--- src/l1d_cfg.svh ---
`ifndef L1D_CFG_SVH
`define L1D_CFG_SVH

// =========================================================
// Cache geometry
// =========================================================

// Address and data path width
`define L1D_ADDR_W   32

// 64 lines
`define L1D_INDEX_W  6

`define L1D_OFFSET_W 4   // 16-byte lines
`define L1D_WORDS    4   // Words per line

`endif

--- src/l1d_pkg.sv ---
`default_nettype none

package l1d_pkg;

  `include "l1d_cfg.svh"

  // =========================================================
  // Address and data vectors
  // =========================================================
  typedef logic [`L1D_ADDR_W-1:0] addr_t;
  typedef logic [`L1D_ADDR_W-1:0] word_t;

  // Tag is whatever sits above index and offset
  typedef logic [`L1D_ADDR_W-`L1D_INDEX_W-`L1D_OFFSET_W-1:0] tag_t;
  typedef logic [`L1D_INDEX_W-1:0] index_t;
  typedef logic [$clog2(`L1D_WORDS)-1:0] word_sel_t;

  typedef logic [`L1D_WORDS*`L1D_ADDR_W-1:0] line_t;
  typedef logic [`L1D_WORDS*`L1D_ADDR_W/8-1:0] line_mask_t;  // One bit per byte

  // Access size as seen on core_type and mem_type
  typedef enum logic [2:0] {
    size_byte = 3'd0,
    size_half = 3'd1,
    size_word = 3'd2
  } size_e;

endpackage

`default_nettype wire

--- src/l1d_if.sv ---
`timescale 1ns/1ps
`default_nettype none

// Captured core request, one producer and two consumers
interface l1d_req_if;
  logic                   valid;  // Pulses the cycle after capture
  logic                   write;
  l1d_pkg::tag_t          tag;
  l1d_pkg::index_t        index;
  l1d_pkg::word_sel_t     word_sel;
  l1d_pkg::size_e         size;
  l1d_pkg::addr_t         addr;
  l1d_pkg::word_t         wdata;  // Raw core word
  l1d_pkg::line_t         line_wdata;
  l1d_pkg::line_mask_t    line_mask;

  modport port (
    output valid, write, tag, index, word_sel, size, addr, wdata,
    output line_wdata, line_mask
  );

  modport sink (
    input valid, write, tag, index, word_sel, size, addr, wdata,
    input line_wdata, line_mask
  );
endinterface


`default_nettype wire

--- src/l1d_core_port.sv ---
`timescale 1ns/1ps
`default_nettype none

`include "l1d_cfg.svh"

module l1d_core_port (
  input  wire                   clk,
  input  wire                   rst,
  input  wire l1d_pkg::addr_t   core_addr,
  input  wire                   core_req,
  input  wire                   core_write,
  input  wire l1d_pkg::word_t   core_in,
  input  wire l1d_pkg::size_e   core_type,
  input  wire                   accept,
  l1d_req_if.port               req
);

  localparam int unsigned tag_w = $bits(l1d_pkg::tag_t);

  l1d_pkg::addr_t addr_q;
  l1d_pkg::word_t wdata_q;
  l1d_pkg::size_e size_q;
  logic [3:0]     word_mask;   // Byte enables inside one word
  l1d_pkg::word_t word_lanes;  // Data replicated over the enabled lanes

  // =========================================================
  // Capture
  // =========================================================
  always_ff @(posedge clk or posedge rst)
  begin
    if (rst)
    begin
      req.valid <= 1'b0;
      req.write <= 1'b0;
    end
    else
    begin
      req.valid <= accept & core_req;  // Marks the array read cycle
      if (accept)
        req.write <= core_write;
    end
  end

  always_ff @(posedge clk)
  begin
    if (accept)
    begin
      addr_q  <= core_addr;
      wdata_q <= core_in;
      size_q  <= core_type;
    end
  end

  // Address split
  assign req.addr     = addr_q;
  assign req.tag      = addr_q[`L1D_ADDR_W-1 -: tag_w];
  assign req.index    = addr_q[`L1D_OFFSET_W +: `L1D_INDEX_W];
  assign req.word_sel = addr_q[2 +: $bits(l1d_pkg::word_sel_t)];
  assign req.size     = size_q;
  assign req.wdata    = wdata_q;

  // =========================================================
  // Lane placement
  // =========================================================
  always_comb
  begin
    case (size_q)
      l1d_pkg::size_byte:
      begin
        word_mask  = 4'b0001 << addr_q[1:0];
        word_lanes = {4{wdata_q[7:0]}};
      end
      l1d_pkg::size_half:
      begin
        word_mask  = addr_q[1] ? 4'b1100 : 4'b0011;
        word_lanes = {2{wdata_q[15:0]}};
      end
      l1d_pkg::size_word:
      begin
        word_mask  = 4'b1111;
        word_lanes = wdata_q;
      end
      default:
      begin
        word_mask  = 4'b0000;  // Unknown size writes nothing
        word_lanes = wdata_q;
      end
    endcase
  end

  assign req.line_mask  = l1d_pkg::line_mask_t'(word_mask) << {req.word_sel, 2'b00};
  assign req.line_wdata = {`L1D_WORDS{word_lanes}};

endmodule

`default_nettype wire

--- src/flat_wrapper.sv ---
// flat-port wrapper written by rule: the top's interface ports become plain ports
module l1d_core_port_flat 
  (clk, rst, core_addr, core_req, core_write, core_in, core_type, accept, req_valid, req_write, req_tag, req_index, req_word_sel, req_size, req_addr, req_wdata, req_line_wdata, req_line_mask);
  l1d_req_if req_i ();
  input  wire clk;
  input  wire rst;
  input  wire l1d_pkg::addr_t core_addr;
  input  wire core_req;
  input  wire core_write;
  input  wire l1d_pkg::word_t core_in;
  input  wire l1d_pkg::size_e core_type;
  input  wire accept;
  output wire logic [$bits(req_i.valid)-1:0] req_valid;
  output wire logic [$bits(req_i.write)-1:0] req_write;
  output wire logic [$bits(req_i.tag)-1:0] req_tag;
  output wire logic [$bits(req_i.index)-1:0] req_index;
  output wire logic [$bits(req_i.word_sel)-1:0] req_word_sel;
  output wire logic [$bits(req_i.size)-1:0] req_size;
  output wire logic [$bits(req_i.addr)-1:0] req_addr;
  output wire logic [$bits(req_i.wdata)-1:0] req_wdata;
  output wire logic [$bits(req_i.line_wdata)-1:0] req_line_wdata;
  output wire logic [$bits(req_i.line_mask)-1:0] req_line_mask;
  assign req_valid = req_i.valid;
  assign req_write = req_i.write;
  assign req_tag = req_i.tag;
  assign req_index = req_i.index;
  assign req_word_sel = req_i.word_sel;
  assign req_size = req_i.size;
  assign req_addr = req_i.addr;
  assign req_wdata = req_i.wdata;
  assign req_line_wdata = req_i.line_wdata;
  assign req_line_mask = req_i.line_mask;
  l1d_core_port u_core (.clk(clk), .rst(rst), .core_addr(core_addr), .core_req(core_req), .core_write(core_write), .core_in(core_in), .core_type(core_type), .accept(accept), .req(req_i));
endmodule
--- config.mk ---
export PLATFORM = sky130hd
export DESIGN_NAME = l1d_core_port_flat
export DESIGN_NICKNAME = d
export VERILOG_FILES = /design/src/l1d_pkg.sv /design/src/l1d_if.sv /design/src/l1d_core_port.sv /design/src/flat_wrapper.sv
export VERILOG_INCLUDE_DIRS = /design/src /design/src/src
export SDC_FILE = /design/constraint.sdc
export NUM_CORES = 1
export LEC_CHECK = 0
export BUFFER_PORTS_ARGS = -buffer_cell sky130_fd_sc_hd__buf_2
export CORE_MARGIN = 8
export CORE_UTILIZATION = 30
export DETAILED_ROUTE_END_ITERATION = 6
export PLACE_DENSITY = 0.74
export SYNTH_ARGS = -nofsm -noshare
export SYNTH_HDL_FRONTEND = slang
export SYNTH_SLANG_ARGS = --single-unit
--- constraint.sdc ---
create_clock -name clk -period 2.8 [get_ports clk]
set_input_delay 0.56 -clock clk [delete_from_list [all_inputs] [get_ports clk]]
set_output_delay 0.56 -clock clk [all_outputs]
set_load 0.03 [all_outputs]
== Word level (Yosys, flattened, before mapping) ==
Index checks and enable logic that the tools add are counted.
W data, S select, Z words.
Operators by class
  equal/unequal tests: 2
  mux-type cells: 3
  bitwise logic cells: 1
  reduce and logical (&&, ||, !) cells: 1
  shift-type cells: 2
Operators by type and width (count)
  $pmux W32 S2: 1
  $shl A4 B4 Y16: 1
  $pmux W4 S3: 1
  $mux W4: 1
  $shl A1 B2 Y4 const A: 1
  $eq A3 B1 Y1 const B: 1
  $eq A3 B2 Y1 const B: 1
  $logic_not A3 Y1: 1
  $and A1 B1 Y1: 1
Word-level totals
  logic and storage cells: 14
  output and inout bits: 243
  flip-flop bits (word level): 69

== Longest topological paths before layout ==
  depth after elaboration: 3
  depth in mapped cells: 6
  depth with buffers taken out: 3

== Least setup slack after synthesis ==
OpenSTA, ideal clock, no wires.
  path type: flip-flop to output port
  start: register u_core.size_q[1] (netlist: u_core.req.size[1])
  end: output port req_line_wdata[120]
  required time: 2.240 ns
  path slack: 0.154 ns
  arrival time: 2.086 ns
  cell stages (with the launch flop): 7
  path through: edfxtp_1 -> buf_6 -> nor2_2 -> buf_4 -> nor2_1 -> a21oi_1 -> buf_4
Between the ends
  longest elaborated chain between the ends: 2
  elaborated cells on any way between the ends: 3
RTL lines
  start, declared: line l1d_core_port.sv:22  | l1d_pkg::size_e size_q;
  start signal, assigned: line l1d_core_port.sv:50  | size_q <= core_type;
  $eq A3 B1 Y1 / $logic_not A3 Y1 (equally long branches): line l1d_core_port.sv:67  | case (size_q)
  $pmux W32 S2 *: line l1d_core_port.sv:67
  end, declared: line flat_wrapper.sv:21  | output wire logic [$bits(req_i.line_wdata)-1:0] req_line_wdata;
Every way passes the cells marked *; elsewhere a longest branch is shown, timed or not.

== Final worst setup path ==
  start: register u_core.size_q[1] (netlist: u_core.req.size[1])
  end: output port req_line_wdata[25]
Same word-level chain as after synthesis.

==> flow_summary_export.csv <==
group,metric,value,unit
timing,post-route-period-util,91.76,%
power,power_density,762.1,nW/um^2
critical_path,path_class,"flip-flop to output port",
cells_and_area,drive_gt1_share,75.26,%
timing,worstMarginPinSlew,528.3,ps
cells_and_area,n_antenna_cell,0,
cells_and_area,final_area,4677,sq um
critical_path,slowest_delay,560,ps
global_route,grtUsageMet1,13.65,%
power,p_int,2139,uW
critical_path,cp.arrival,2010,ps
synthesis,synth_common_cells,"buf_4, edfxtp_1, nor2_1",
cts,cts_max_level,3,
critical_path,cp_data_required_time,2240,ps
synthesis,yosysMostFrequentCell,"buf_4",
global_route,use_met2,22.86,%
power,leakagePower,0.002311,uW
die,dieArea,15900,sq um
detailed_routing,num_vias,2617,
die,die_x,126.1,microns
status,status,"complete, no violations",
timing,final_hold_viol_count,0,
cts,clk_latency,320,ps
critical_path,r2r_end,"u_core.req.write",
power,seq_power_share,36.4,%
detailed_routing,drt_iter0_markers,71,
placement,post_dp_cell_area,4398,sq um
global_route,grt_pass1_vias,2961,
global_route,grt_antenna_before_repair,1,
die,chipHeight,126.1,microns
critical_path,path_max_fanout,8,
global_route,grt_max_degree,39,
timing,setup_slack,230.6,ps
synthesis,seq_area_frac_synth,56.69,%
global_route,grt_pass1_wl,17150,microns
timing,fmax,389.2,MHz
power,p_total,3564,uW
timing,maxSlewViolCount,0,
timing,slew_headroom,64.78,%
cts,root_buffer,"clkbuf_16",
cts,numCtsBuffers,9,
cts,clock-sinks,69,
die,num_rows,40,
detailed_routing,wl,11620,microns
timing,setup_tns,0,ps
global_route,grt_usage,13.68,%
timing,rsz0062_at_grt,"no",
synthesis,synth_area,3637,sq um
detailed_routing,wl_per_cell,18.63,microns
die,start_util,30.54,%
power,p_sw,1425,uW
detailed_routing,drt-pass1-iter-count,4,
cells_and_area,nets,544,
cts,cts_tree,"yes",
critical_path,start_kind,"flip-flop",
detailed_routing,detail-route-antenna-nets,0,
placement,port_buffers,314,
synthesis,synthCells,280,
global_route,use_met3,8.734,%
job,drv_cap,0,
synthesis,synth_edf_count,67,
placement,dp_hpwl,9556,microns
critical_path,crit_slowest_cell,"edfxtp_1",
timing,finalSetupViolations,0,
synthesis,synth_seq_cells,69,
synthesis,synth_flop_cell,"edfxtp_1",
detailed_routing,drc,0,
timing,finalCriticalPeriod,2569,ps
critical_path,end_kind,"output port",
synthesis,ys_types,19,
die,core-area,11910,sq um
synthesis,synth_top_cell_by_area,"edfxtp_1",
power,switching_share,39.99,%
global_route,busiest_layer,"met2",
min_path,worstHoldPathType,"input port to async pin",
die,io_pins,315,
cts,clockBufferDepth,2,
placement,place_ws,549.9,ps
power,vdd_drop_max,0.0003377,V
synthesis,synth_warnings,0,
timing,clock_skew,0,ps
power,combPwrFrac,34.2,%
synthesis,synth_fp_nets,352,
critical_path,reg2reg_slack,2050,ps
critical_path,reg2reg_from,"u_core.req.write",
synthesis,synthTopCellsByArea,"edfxtp_1, buf_4, mux2_2",
cts,clkTransAtPathRegs,60,ps
synthesis,ys_async_sr_fraction,2.899,%
cts,cts_setup_buffers,0,
detailed_routing,viasPerCell,4.194,
critical_path,crit_chain,"nor2_2, buf_4, nor2_1, a21oi_1, buf_2",
synthesis,synth.avg_cell_area,12.99,sq um
placement,routabilityCongestion,0.8484,
cells_and_area,area_delta_synth_final,28.59,%
global_route,grt_overflow,0,
synthesis,post-synth-top-area-fraction,55.31,%
power,pwr-share-clk,29.4,%
critical_path,reg2reg_depth,1,
-- flip-flops by register name (all words and copies together) (netlist names) --
| name | flops |
|---|---|
| u_core.req.size | 3 |
| u_core.req.valid | 1 |
| u_core.req.write | 1 |
| u_core.req.wdata | 32 |
| u_core.req.addr | 32 |
-- cells by family (layout without fill, tap and decap cells) --
kind of cell	Yosys count	after routing	share of synthesized area, %
muxes	25	25	7.465
and+or+nand+nor	33	33	4.541
DFF	69	69	56.69
buffers and inverters	140	337	29.00
AOI/OAI and AO/OA	13	13	2.305
-- critical path: cells and delay by family (launching register included) --
family | cells | cell delay (ps)
flip-flops | 1 | 560
buffers and inverters | 2 | 480
AO/OA/AOI/OAI | 1 | 400
AND/OR/NAND/NOR | 2 | 240
-- cell usage in the layout, fill, tap and decap left out, types with 2 or more instances in the layout --
| master | synthesis | layout |
|---|---|---|
| a21oi_1 | 10 | 9 |
| clkbuf_16 | 0 | 9 |
| buf_2 | 0 | 313 |
| dfrtp_1 | 2 | 2 |
| edfxtp_1 | 67 | 67 |
| nor2_2 | 2 | 2 |
| mux2i_1 | 8 | 8 |
| nor2_1 | 23 | 23 |
| clkinvlp_4 | 0 | 2 |
| inv_6 | 0 | 2 |
| mux2_2 | 17 | 17 |
| inv_1 | 2 | 2 |
| a21oi_2 | 2 | 3 |
| nand3b_1 | 2 | 2 |
| buf_4 | 135 | 5 |
-- routing by layer --
| layer | share of wire (%) | up-vias |
|---|---|---|
| li1 | - | 1206 |
| met1 | 36 | 1190 |
| met2 | 49 | 203 |
| met3 | 14 | 16 |
| met4 | 1.2 | 2 |
| met5 | 0.11 | - |
-- repair_timing --
| item | 4_1_cts | 5_1_grt |
|---|---|---|
| endpoints found under the setup margin | 0 | 4 |
| gates resized for setup | 0 | 1 |
| hold buffers | 0 | 0 |
-- power by group through the flow --
stage,clock network [uW],registers [uW],logic (uW)
3_5_place_dp,0,1320,1230
4_1_cts,1100,1300,1230
6_report,1050,1300,1220
3_3_place_gp,0,1310,1230
5_1_grt,1120,1310,1280
2_1_floorplan,0,1470,905
-- area by class of cell --
cell class,instances,area [sq um]
fillers,1121,7234
well taps,147,183.9
repair buffers,319,1624
flip-flops and latches,69,2062
clock buffers,10,229.0
multi-input cells,71,524.3
clock inverters,6,46.29
inverters,2,7.507
-- worst max-delay path by stage --
stage | from | to
finish | u_core.req.size[1] | req_line_wdata[25]
global route | u_core.req.size[1] | req_line_wdata[126]
CTS | u_core.req.size[1] | req_line_wdata[59]
detailed placement | u_core.req.size[1] | req_line_wdata[59]
global placement | u_core.req.size[1] | req_line_wdata[59]
floorplan | u_core.req.size[1] | req_line_wdata[120]
-- metrics by stage --
stage	std cells	hold WS (ps)	util [%]
after detailed placement	608	418.9	36.92
after CTS	624	55.74	39.23
after global routing	624	63.26	39.26
after floorplan	280	301.2	-
after global placement	608	408.6	36.92
final	624	72.77	39.26
Note: power is estimated with default switching activity, not from simulation.
