$ cat config.mk
export PLATFORM = sky130hd
export DESIGN_NAME = l1d_mem_port_flat
export DESIGN_NICKNAME = d
export VERILOG_FILES = /design/src/l1d_pkg.sv /design/src/l1d_if.sv /design/src/l1d_mem_port.sv /design/src/flat_wrapper.sv
export VERILOG_INCLUDE_DIRS = /design/src /design/src/src
export SDC_FILE = /design/constraint.sdc
export NUM_CORES = 1
export LEC_CHECK = 0
export BUFFER_PORTS_ARGS = -buffer_cell sky130_fd_sc_hd__buf_4
export CAP_MARGIN = 40
export CORE_MARGIN = 10
export CORE_UTILIZATION = 45
export DETAILED_ROUTE_END_ITERATION = 16
export PLACE_DENSITY = 0.84
export SYNTH_ARGS = -nofsm -noshare
export SYNTH_HDL_FRONTEND = slang
export SYNTH_SLANG_ARGS = --single-unit
$ cat constraint.sdc
create_clock -name clk -period 8.4 [get_ports clk]
set_input_delay 1.68 -clock clk [delete_from_list [all_inputs] [get_ports clk]]
set_output_delay 1.68 -clock clk [all_outputs]
set_load 0.005 [all_outputs]
$ cat src/l1d_cfg.svh
`ifndef L1D_CFG_SVH
`define L1D_CFG_SVH

// =========================================================
// Cache geometry
// =========================================================

// Address and data path width
`define L1D_ADDR_W   32

// 64 lines
`define L1D_INDEX_W  6

`define L1D_OFFSET_W 4   // 16-byte lines
`define L1D_WORDS    4   // Words per line

`endif

$ cat src/l1d_pkg.sv
`default_nettype none

package l1d_pkg;

  `include "l1d_cfg.svh"

  // =========================================================
  // Address and data vectors
  // =========================================================
  typedef logic [`L1D_ADDR_W-1:0] addr_t;
  typedef logic [`L1D_ADDR_W-1:0] word_t;

  // Tag is whatever sits above index and offset
  typedef logic [`L1D_ADDR_W-`L1D_INDEX_W-`L1D_OFFSET_W-1:0] tag_t;
  typedef logic [`L1D_INDEX_W-1:0] index_t;
  typedef logic [$clog2(`L1D_WORDS)-1:0] word_sel_t;

  typedef logic [`L1D_WORDS*`L1D_ADDR_W-1:0] line_t;
  typedef logic [`L1D_WORDS*`L1D_ADDR_W/8-1:0] line_mask_t;  // One bit per byte

  // Access size as seen on core_type and mem_type
  typedef enum logic [2:0] {
    size_byte = 3'd0,
    size_half = 3'd1,
    size_word = 3'd2
  } size_e;

endpackage

`default_nettype wire

$ cat src/l1d_if.sv
`timescale 1ns/1ps
`default_nettype none


// Controller to memory sequencer
interface l1d_mem_if;
  logic                   fill_start;
  logic                   wt_start;
  l1d_pkg::addr_t         line_addr;
  l1d_pkg::addr_t         wt_addr;
  l1d_pkg::word_t         wt_data;
  l1d_pkg::size_e         wt_size;
  logic                   done;       // One cycle, after the last beat
  l1d_pkg::line_t         fill_line;  // Word 0 in the low bits

  modport ctrl (
    output fill_start, wt_start, line_addr, wt_addr, wt_data, wt_size,
    input  done
  );

  modport port (
    input  fill_start, wt_start, line_addr, wt_addr, wt_data, wt_size,
    output done, fill_line
  );
endinterface

`default_nettype wire

$ cat src/l1d_mem_port.sv
`timescale 1ns/1ps
`default_nettype none

`include "l1d_cfg.svh"

module l1d_mem_port (
  input  wire                   clk,
  input  wire                   rst,
  l1d_mem_if.port               mem,
  input  wire l1d_pkg::word_t   mem_rdata,
  input  wire                   mem_wait,
  output logic                  mem_req,
  output l1d_pkg::addr_t        mem_addr,
  output logic                  mem_write,
  output l1d_pkg::word_t        mem_wdata,
  output l1d_pkg::size_e        mem_type
);

  localparam l1d_pkg::word_sel_t last_beat = l1d_pkg::word_sel_t'(`L1D_WORDS - 1);

  logic               busy;
  logic               is_write;
  logic               done_q;
  l1d_pkg::word_sel_t beat;
  l1d_pkg::addr_t     addr_q;
  l1d_pkg::word_t     wdata_q;
  l1d_pkg::size_e     size_q;
  l1d_pkg::line_t     line_q;
  logic               beat_ok;
  logic               last;

  assign beat_ok = busy & ~mem_wait;
  assign last    = is_write | (beat == last_beat);  // Write-through is one beat

  // =========================================================
  // Beat sequencing
  // =========================================================
  always_ff @(posedge clk or posedge rst)
  begin
    if (rst)
    begin
      busy     <= 1'b0;
      is_write <= 1'b0;
      done_q   <= 1'b0;
      beat     <= '0;
    end
    else
    begin
      done_q <= beat_ok & last;
      if (mem.fill_start || mem.wt_start)
      begin
        busy     <= 1'b1;
        is_write <= mem.wt_start;
        beat     <= '0;
      end
      else if (beat_ok)
      begin
        if (last)
          busy <= 1'b0;
        else
          beat <= beat + 1'b1;
      end
    end
  end

  // Beat payload, only moves on a start or a completed beat
  always_ff @(posedge clk)
  begin
    if (mem.fill_start)
    begin
      addr_q <= mem.line_addr;
      size_q <= l1d_pkg::size_word;
    end
    else if (mem.wt_start)
    begin
      addr_q  <= mem.wt_addr;
      wdata_q <= mem.wt_data;
      size_q  <= mem.wt_size;
    end
    else if (beat_ok && !last)
      addr_q <= addr_q + l1d_pkg::addr_t'(`L1D_ADDR_W / 8);  // Next word

    if (beat_ok && !is_write)
      line_q <= {mem_rdata, line_q[$bits(l1d_pkg::line_t)-1:`L1D_ADDR_W]};
  end

  // =========================================================
  // Outputs
  // =========================================================
  assign mem_req       = busy;
  assign mem_write     = busy & is_write;
  assign mem_addr      = addr_q;
  assign mem_wdata     = wdata_q;
  assign mem_type      = size_q;
  assign mem.done      = done_q;
  assign mem.fill_line = line_q;

  // Back-pressure keeps the address on the bus
  a_addr_stable: assert property (
    @(posedge clk) disable iff (rst)
    (mem_req && mem_wait) |=> $stable(mem_addr)
  );

endmodule

`default_nettype wire

$ cat src/flat_wrapper.sv
// flat-port wrapper written by rule: the top's interface ports become plain ports
module l1d_mem_port_flat 
  (clk, rst, mem_rdata, mem_wait, mem_req, mem_addr, mem_write, mem_wdata, mem_type, mem_fill_start, mem_wt_start, mem_line_addr, mem_wt_addr, mem_wt_data, mem_wt_size, mem_done, mem_fill_line);
  l1d_mem_if mem_i ();
  input  wire clk;
  input  wire rst;
  input  wire l1d_pkg::word_t mem_rdata;
  input  wire mem_wait;
  output logic mem_req;
  output l1d_pkg::addr_t mem_addr;
  output logic mem_write;
  output l1d_pkg::word_t mem_wdata;
  output l1d_pkg::size_e mem_type;
  input wire logic [$bits(mem_i.fill_start)-1:0] mem_fill_start;
  input wire logic [$bits(mem_i.wt_start)-1:0] mem_wt_start;
  input wire logic [$bits(mem_i.line_addr)-1:0] mem_line_addr;
  input wire logic [$bits(mem_i.wt_addr)-1:0] mem_wt_addr;
  input wire logic [$bits(mem_i.wt_data)-1:0] mem_wt_data;
  input wire logic [$bits(mem_i.wt_size)-1:0] mem_wt_size;
  output wire logic [$bits(mem_i.done)-1:0] mem_done;
  output wire logic [$bits(mem_i.fill_line)-1:0] mem_fill_line;
  assign mem_i.fill_start = mem_fill_start;
  assign mem_i.wt_start = mem_wt_start;
  assign mem_i.line_addr = mem_line_addr;
  assign mem_i.wt_addr = mem_wt_addr;
  assign mem_i.wt_data = mem_wt_data;
  assign mem_i.wt_size = mem_wt_size;
  assign mem_done = mem_i.done;
  assign mem_fill_line = mem_i.fill_line;
  l1d_mem_port u_core (.clk(clk), .rst(rst), .mem(mem_i), .mem_rdata(mem_rdata), .mem_wait(mem_wait), .mem_req(mem_req), .mem_addr(mem_addr), .mem_write(mem_write), .mem_wdata(mem_wdata), .mem_type(mem_type));
endmodule
=== After elaboration in Yosys (flattened, before gate mapping) ===
Index checks and enable logic that the tools add are counted.

* Bits in registers: 200
* Input port bits: 136
* Word-level logic and storage cells: 38
* Output and inout bits: 198

* Reductions and logical operators: 11
* Equality and inequality tests: 2
* Bitwise operators: 6
* $add $sub $neg: 2
* Muxes and demuxes: 9

{| class="wikitable"
|+ Operators by type and width
! kind !! number
|-
| $mux 32 || 3
|-
| $add 32x3->32 const B || 1
|-
| $mux 2 || 3
|-
| $reduce_and 2->1 || 3
|-
| $reduce_bool 2->1 || 2
|-
| $and 1x1->1 || 3
|-
| $mux 1 || 3
|-
| $reduce_bool 3->1 || 1
|-
| $add 2x1->2 const B || 1
|-
| $eq 2x2->1 const B || 1
|-
| $logic_and 1x1->1 || 2
|-
| $logic_not 1->1 || 2
|-
| $ne 2x2->1 const B || 1
|-
| $not 1->1 || 2
|-
| $logic_or 1x1->1 || 1
|-
| $or 1x1->1 || 1
|}

=== Longest topological paths before layout ===
* Depth in word-level cells: 7
* Mapped depth: 7
* Mapped depth without buffers: 6

=== Worst setup path before layout ===
OpenSTA, ideal clock, no wires.

* Path kind: input to register
* Start point: in mem_wait
* End point: reg u_core.line_q[0], in the netlist u_core.mem.fill_line[0] (enable)
* Required time: 7784 ps
* Setup time: 616 ps
* Arrival time: 7165 ps
* Stages: 2
* Buffers on the path: 0
* Setup slack: 619 ps
* Cells stage by stage: nand2b_1 > nor2_1

* Cells in the longest elaborated chain, start to end: 3

{| class="wikitable"
|+ Ends and longest elaborated chain
! what !! RTL line !! source
|-
| start: declaration || flat_wrapper.sv:8 || <nowiki>input wire mem_wait;</nowiki>
|-
| $not 1->1 || l1d_mem_port.sv:32 || <nowiki>assign beat_ok = busy & ~mem_wait;</nowiki>
|-
| $and 1x1->1 || l1d_mem_port.sv:32 ||
|-
| $logic_and 1x1->1 || l1d_mem_port.sv:83 || <nowiki>if (beat_ok && !is_write)</nowiki>
|-
| end signal: assignment || l1d_mem_port.sv:84 || <nowiki>line_q <= {mem_rdata, line_q[$bits(l1d_pkg::line_t)-1:`L1D_ADDR_W]};</nowiki>
|-
| end: declaration || l1d_mem_port.sv:28 || <nowiki>l1d_pkg::line_t line_q;</nowiki>
|}

No other way between the ends.
A chain may end at the register's enable or synchronous reset.

=== Worst setup path in the final report ===
* Start point: in mem_fill_start
* End point: reg u_core.addr_q[27], in the netlist u_core.mem_addr[27], data pin

* Cells in the longest elaborated chain, start to end: 1

{| class="wikitable"
|+ Ends and longest elaborated chain
! what !! RTL line !! source
|-
| start: declaration || flat_wrapper.sv:14 || <nowiki>input wire logic [$bits(mem_i.fill_start)-1:0] mem_fill_start;</nowiki>
|-
| $mux 32 || l1d_mem_port.sv:69 || <nowiki>if (mem.fill_start)</nowiki>
|-
| end signal: assignment || l1d_mem_port.sv:71 || <nowiki>addr_q <= mem.line_addr;</nowiki>
|-
| end signal: assignment || l1d_mem_port.sv:76 || <nowiki>addr_q <= mem.wt_addr;</nowiki>
|-
| end signal: assignment || l1d_mem_port.sv:81 || <nowiki>addr_q <= addr_q + l1d_pkg::addr_t'(`L1D_ADDR_W / 8);</nowiki>
|-
| end: declaration || l1d_mem_port.sv:25 || <nowiki>l1d_pkg::addr_t addr_q;</nowiki>
|}

No other way between the ends.

==> results.json <==
{
  "status": "completed",
  "tritoncts": "built",
  "synth.net_count": 536,
  "clock-root-buffer": "clkbuf_16",
  "hold_class": "flop to flop",
  "reg2reg_to": "u_core.mem_addr[30]$_DFFE_PP_",
  "clkTransAtPathRegs_ns": 0.07,
  "total_power_uw": 2210,
  "cap_violations": 0,
  "grt_pass1_wl_um": 31400,
  "clock_skew_ns": 0.0124,
  "synth.cell_area_um2": 7200,
  "design_area_um2": 10600,
  "dpl_worst_slack_ns": 4.77,
  "p_per_area_nw_per_um2": 209,
  "worstSetupEndpointType": "flop",
  "netlist.area_leader.share_pct": 80.1,
  "intPower_uw": 1700,
  "rsz0062_at_grt": "no",
  "die_h_um": 146,
  "netlist-cell-type-count": 37,
  "grt_pass1_vias": 5168,
  "hold_buffers": 0,
  "cp-start-kind": "input port",
  "ant_nets": 0,
  "initial_core_util_pct": 45.6,
  "pwr-share-seq_pct": 54.0,
  "p_switching_uw": 509,
  "dieArea_um2": 21400,
  "ys.warnings.count": 0,
  "numPortBuffers": 333,
  "n_antenna_cell": 0,
  "critical_path_arrival_ns": 3.37,
  "rows": 46,
  "synth_area_per_cell_um2": 18.1,
  "r2r_slack_ns": 6.26,
  "min_from": "u_core.mem.fill_line[95]$_DFFE_PP_",
  "drc_errors": 0,
  "dr.pass1.iters": 5,
  "nNetsFinal": 881,
  "core_um2": 15800,
  "netlist_top_cells_count": "edfxtp_1, nand2_1, xnor2_1",
  "netlist_instances": 398,
  "min_path_cells": 0,
  "ir_worst_vdd_uv": 123,
  "tightest_slew_ns": 0.607,
  "drive_above_1_share_pct": 50.4,
  "clkSinkCount": 200,
  "initialDrtViolationCount": 351,
  "hold_ws_ns": 0.450,
  "syn_to_final_growth_pct": 47.0,
  "num_vias": 4894,
  "max_slew_margin_pct": 59.4,
  "setup_viol": 0,
  "grt_max_degree": 75,
  "place_area_um2": 9990,
  "fmax_mhz": 310,
  "detail_route.vias_per_cell": 5.03,
  "yosys_register_bits": 200,
  "die_x_um": 146,
  "power_frac_clock_pct": 36.2,
  "worst-setup-path-type": "input port to flop",
  "r2r-start": "u_core.mem_addr[2]$_DFFE_PP_",
  "synth_edf_count": 192,
  "post_cts_resize_count": 0,
  "routed_wl_um": 21100,
  "tns_ns": 0,
  "wl_per_cell_um": 21.7,
  "post-dp-hpwl_um": 16600,
  "overflow": 0,
  "ys_seq_area_share_pct": 82.7,
  "synth_flop_cell": "edfxtp_1",
  "switching_share_pct": 23.0,
  "yosys.cell_count.top_type": "edfxtp_1",
  "power_leakage_uw": 0.00420,
  "p_comb_share_pct": 9.9,
  "slew_viol_final": 0,
  "worst_slack_ns": 5.17,
  "synth_area_leaders": "edfxtp_1, xnor2_1, dfrtp_1",
  "critPathRequiredTime_ns": 8.54,
  "period_minus_slack_ns": 3.23,
  "cts_buffers": 17,
  "htree_levels": 4,
  "clkLatencyLatePin_ns": 0.43,
  "path_max_fanout": 48,
  "finalCritPeriodShare_pct": 38.4,
  "yosysTopAreaCell": "edfxtp_1",
  "hold_violations": 0,
  "ys_async_sr_fraction_pct": 2.50,
  "gp_congestion": 0.858,
  "holdPathEnd": "u_core.mem.fill_line[63]$_DFFE_PP_",
  "antenna_found_initial": 0,
  "clockBufferDepth": 2,
  "post-cts-setup-buffers": 0,
  "grtUsageTotal_pct": 19.0,
  "r2r_cells": 6,
  "pin_count": 334
}
-- cells in the final DEF (no fill, tap or decap), types with 4 or more instances in the layout --
| cell | count |
|---|---|
| edfxtp_1 | 192 |
| nor3_1 | 8 |
| o21ai_0 | 19 |
| o21ai_1 | 4 |
| nor2_1 | 16 |
| dfrtp_1 | 5 |
| clkbuf_16 | 17 |
| mux2i_1 | 8 |
| xnor2_1 | 23 |
| a21oi_1 | 9 |
| xor2_1 | 5 |
| nand2_1 | 23 |
| buf_4 | 336 |
| nor4_2 | 4 |
| o22ai_1 | 6 |
| nand3_1 | 10 |
| inv_1 | 8 |
| a22oi_1 | 14 |
| and4_1 | 4 |
| nand4_1 | 5 |
-- metal layers --
layer	wire [um]	part of all wire, %	global-route usage [%]	vias to the layer above
met3	1750	8.3	7.14	35
met1	7590	36	20.0	2368
li1	-	-	-	2229
met4	555	2.6	7.66	0
met5	0	0	0	-
met2	11200	53	33.5	262
-- state kept, by name, indices dropped and copies added, names as in the netlist --
register	count
u_core.mem_type	3
u_core.mem.fill_line	128
u_core.mem.done	1
u_core.is_write	1
u_core.mem_req	1
u_core.beat	2
u_core.mem_addr	32
u_core.mem_wdata	32
-- worst max path at each step --
stage	start	endpoint	slack (ns)	cells past startpoint
after floorplan	mem_wait	u_core.mem.fill_line[0]$_DFFE_PP_	0.62	2
after global placement	mem_wait	u_core.mem.fill_line[0]$_DFFE_PP_	4.29	4
after detailed placement	mem_fill_start	u_core.mem_addr[27]$_DFFE_PP_	4.77	7
after CTS	mem_fill_start	u_core.mem_addr[27]$_DFFE_PP_	5.23	7
after global routing	mem_fill_start	u_core.mem_addr[26]$_DFFE_PP_	5.02	7
final	mem_fill_start	u_core.mem_addr[27]$_DFFE_PP_	5.17	7
-- cells by family after synthesis --
family	after synthesis	synth area share, %
flops	200	82.7
simple gates	81	6.17
compound gates	56	4.76
xor+xnor	28	3.41
buf+inv	21	1.18
mux	10	1.43
fa+ha+maj	2	0.348
-- final cells by class --
cell class,count,area [um2]
flip-flops and latches,200,5950
fillers,1141,5190
repair buffers,338,2570
multi-input cells,177,1170
clock buffers,18,429
well taps,216,270
clock inverters,14,159
inverters,9,33.8
-- critical path: stages --
cell and delay [ns]:
buf_4 0.35, inv_1 0.29, nand2_1 0.29, clkinv_1 0.10, buf_4 0.30, a22oi_1 0.21, o21ai_0 0.12
-- power groups by stage --
stage | combinational, uW | clock (uW) | sequential, uW
2_1_floorplan | 60.4 | 0 | 1220
3_3_place_gp | 211 | 0 | 1210
3_5_place_dp | 221 | 0 | 1220
4_1_cts | 221 | 818 | 1190
5_1_grt | 235 | 861 | 1200
6_report | 218 | 800 | 1190
-- metrics by stage --
stage	utilization [%]	std cells
6_report	67.1	972
3_5_place_dp	63.4	940
3_3_place_gp	63.1	938
5_1_grt	67.1	972
4_1_cts	67.1	972
2_1_floorplan	-	398
(Power assumes the default switching activity.)
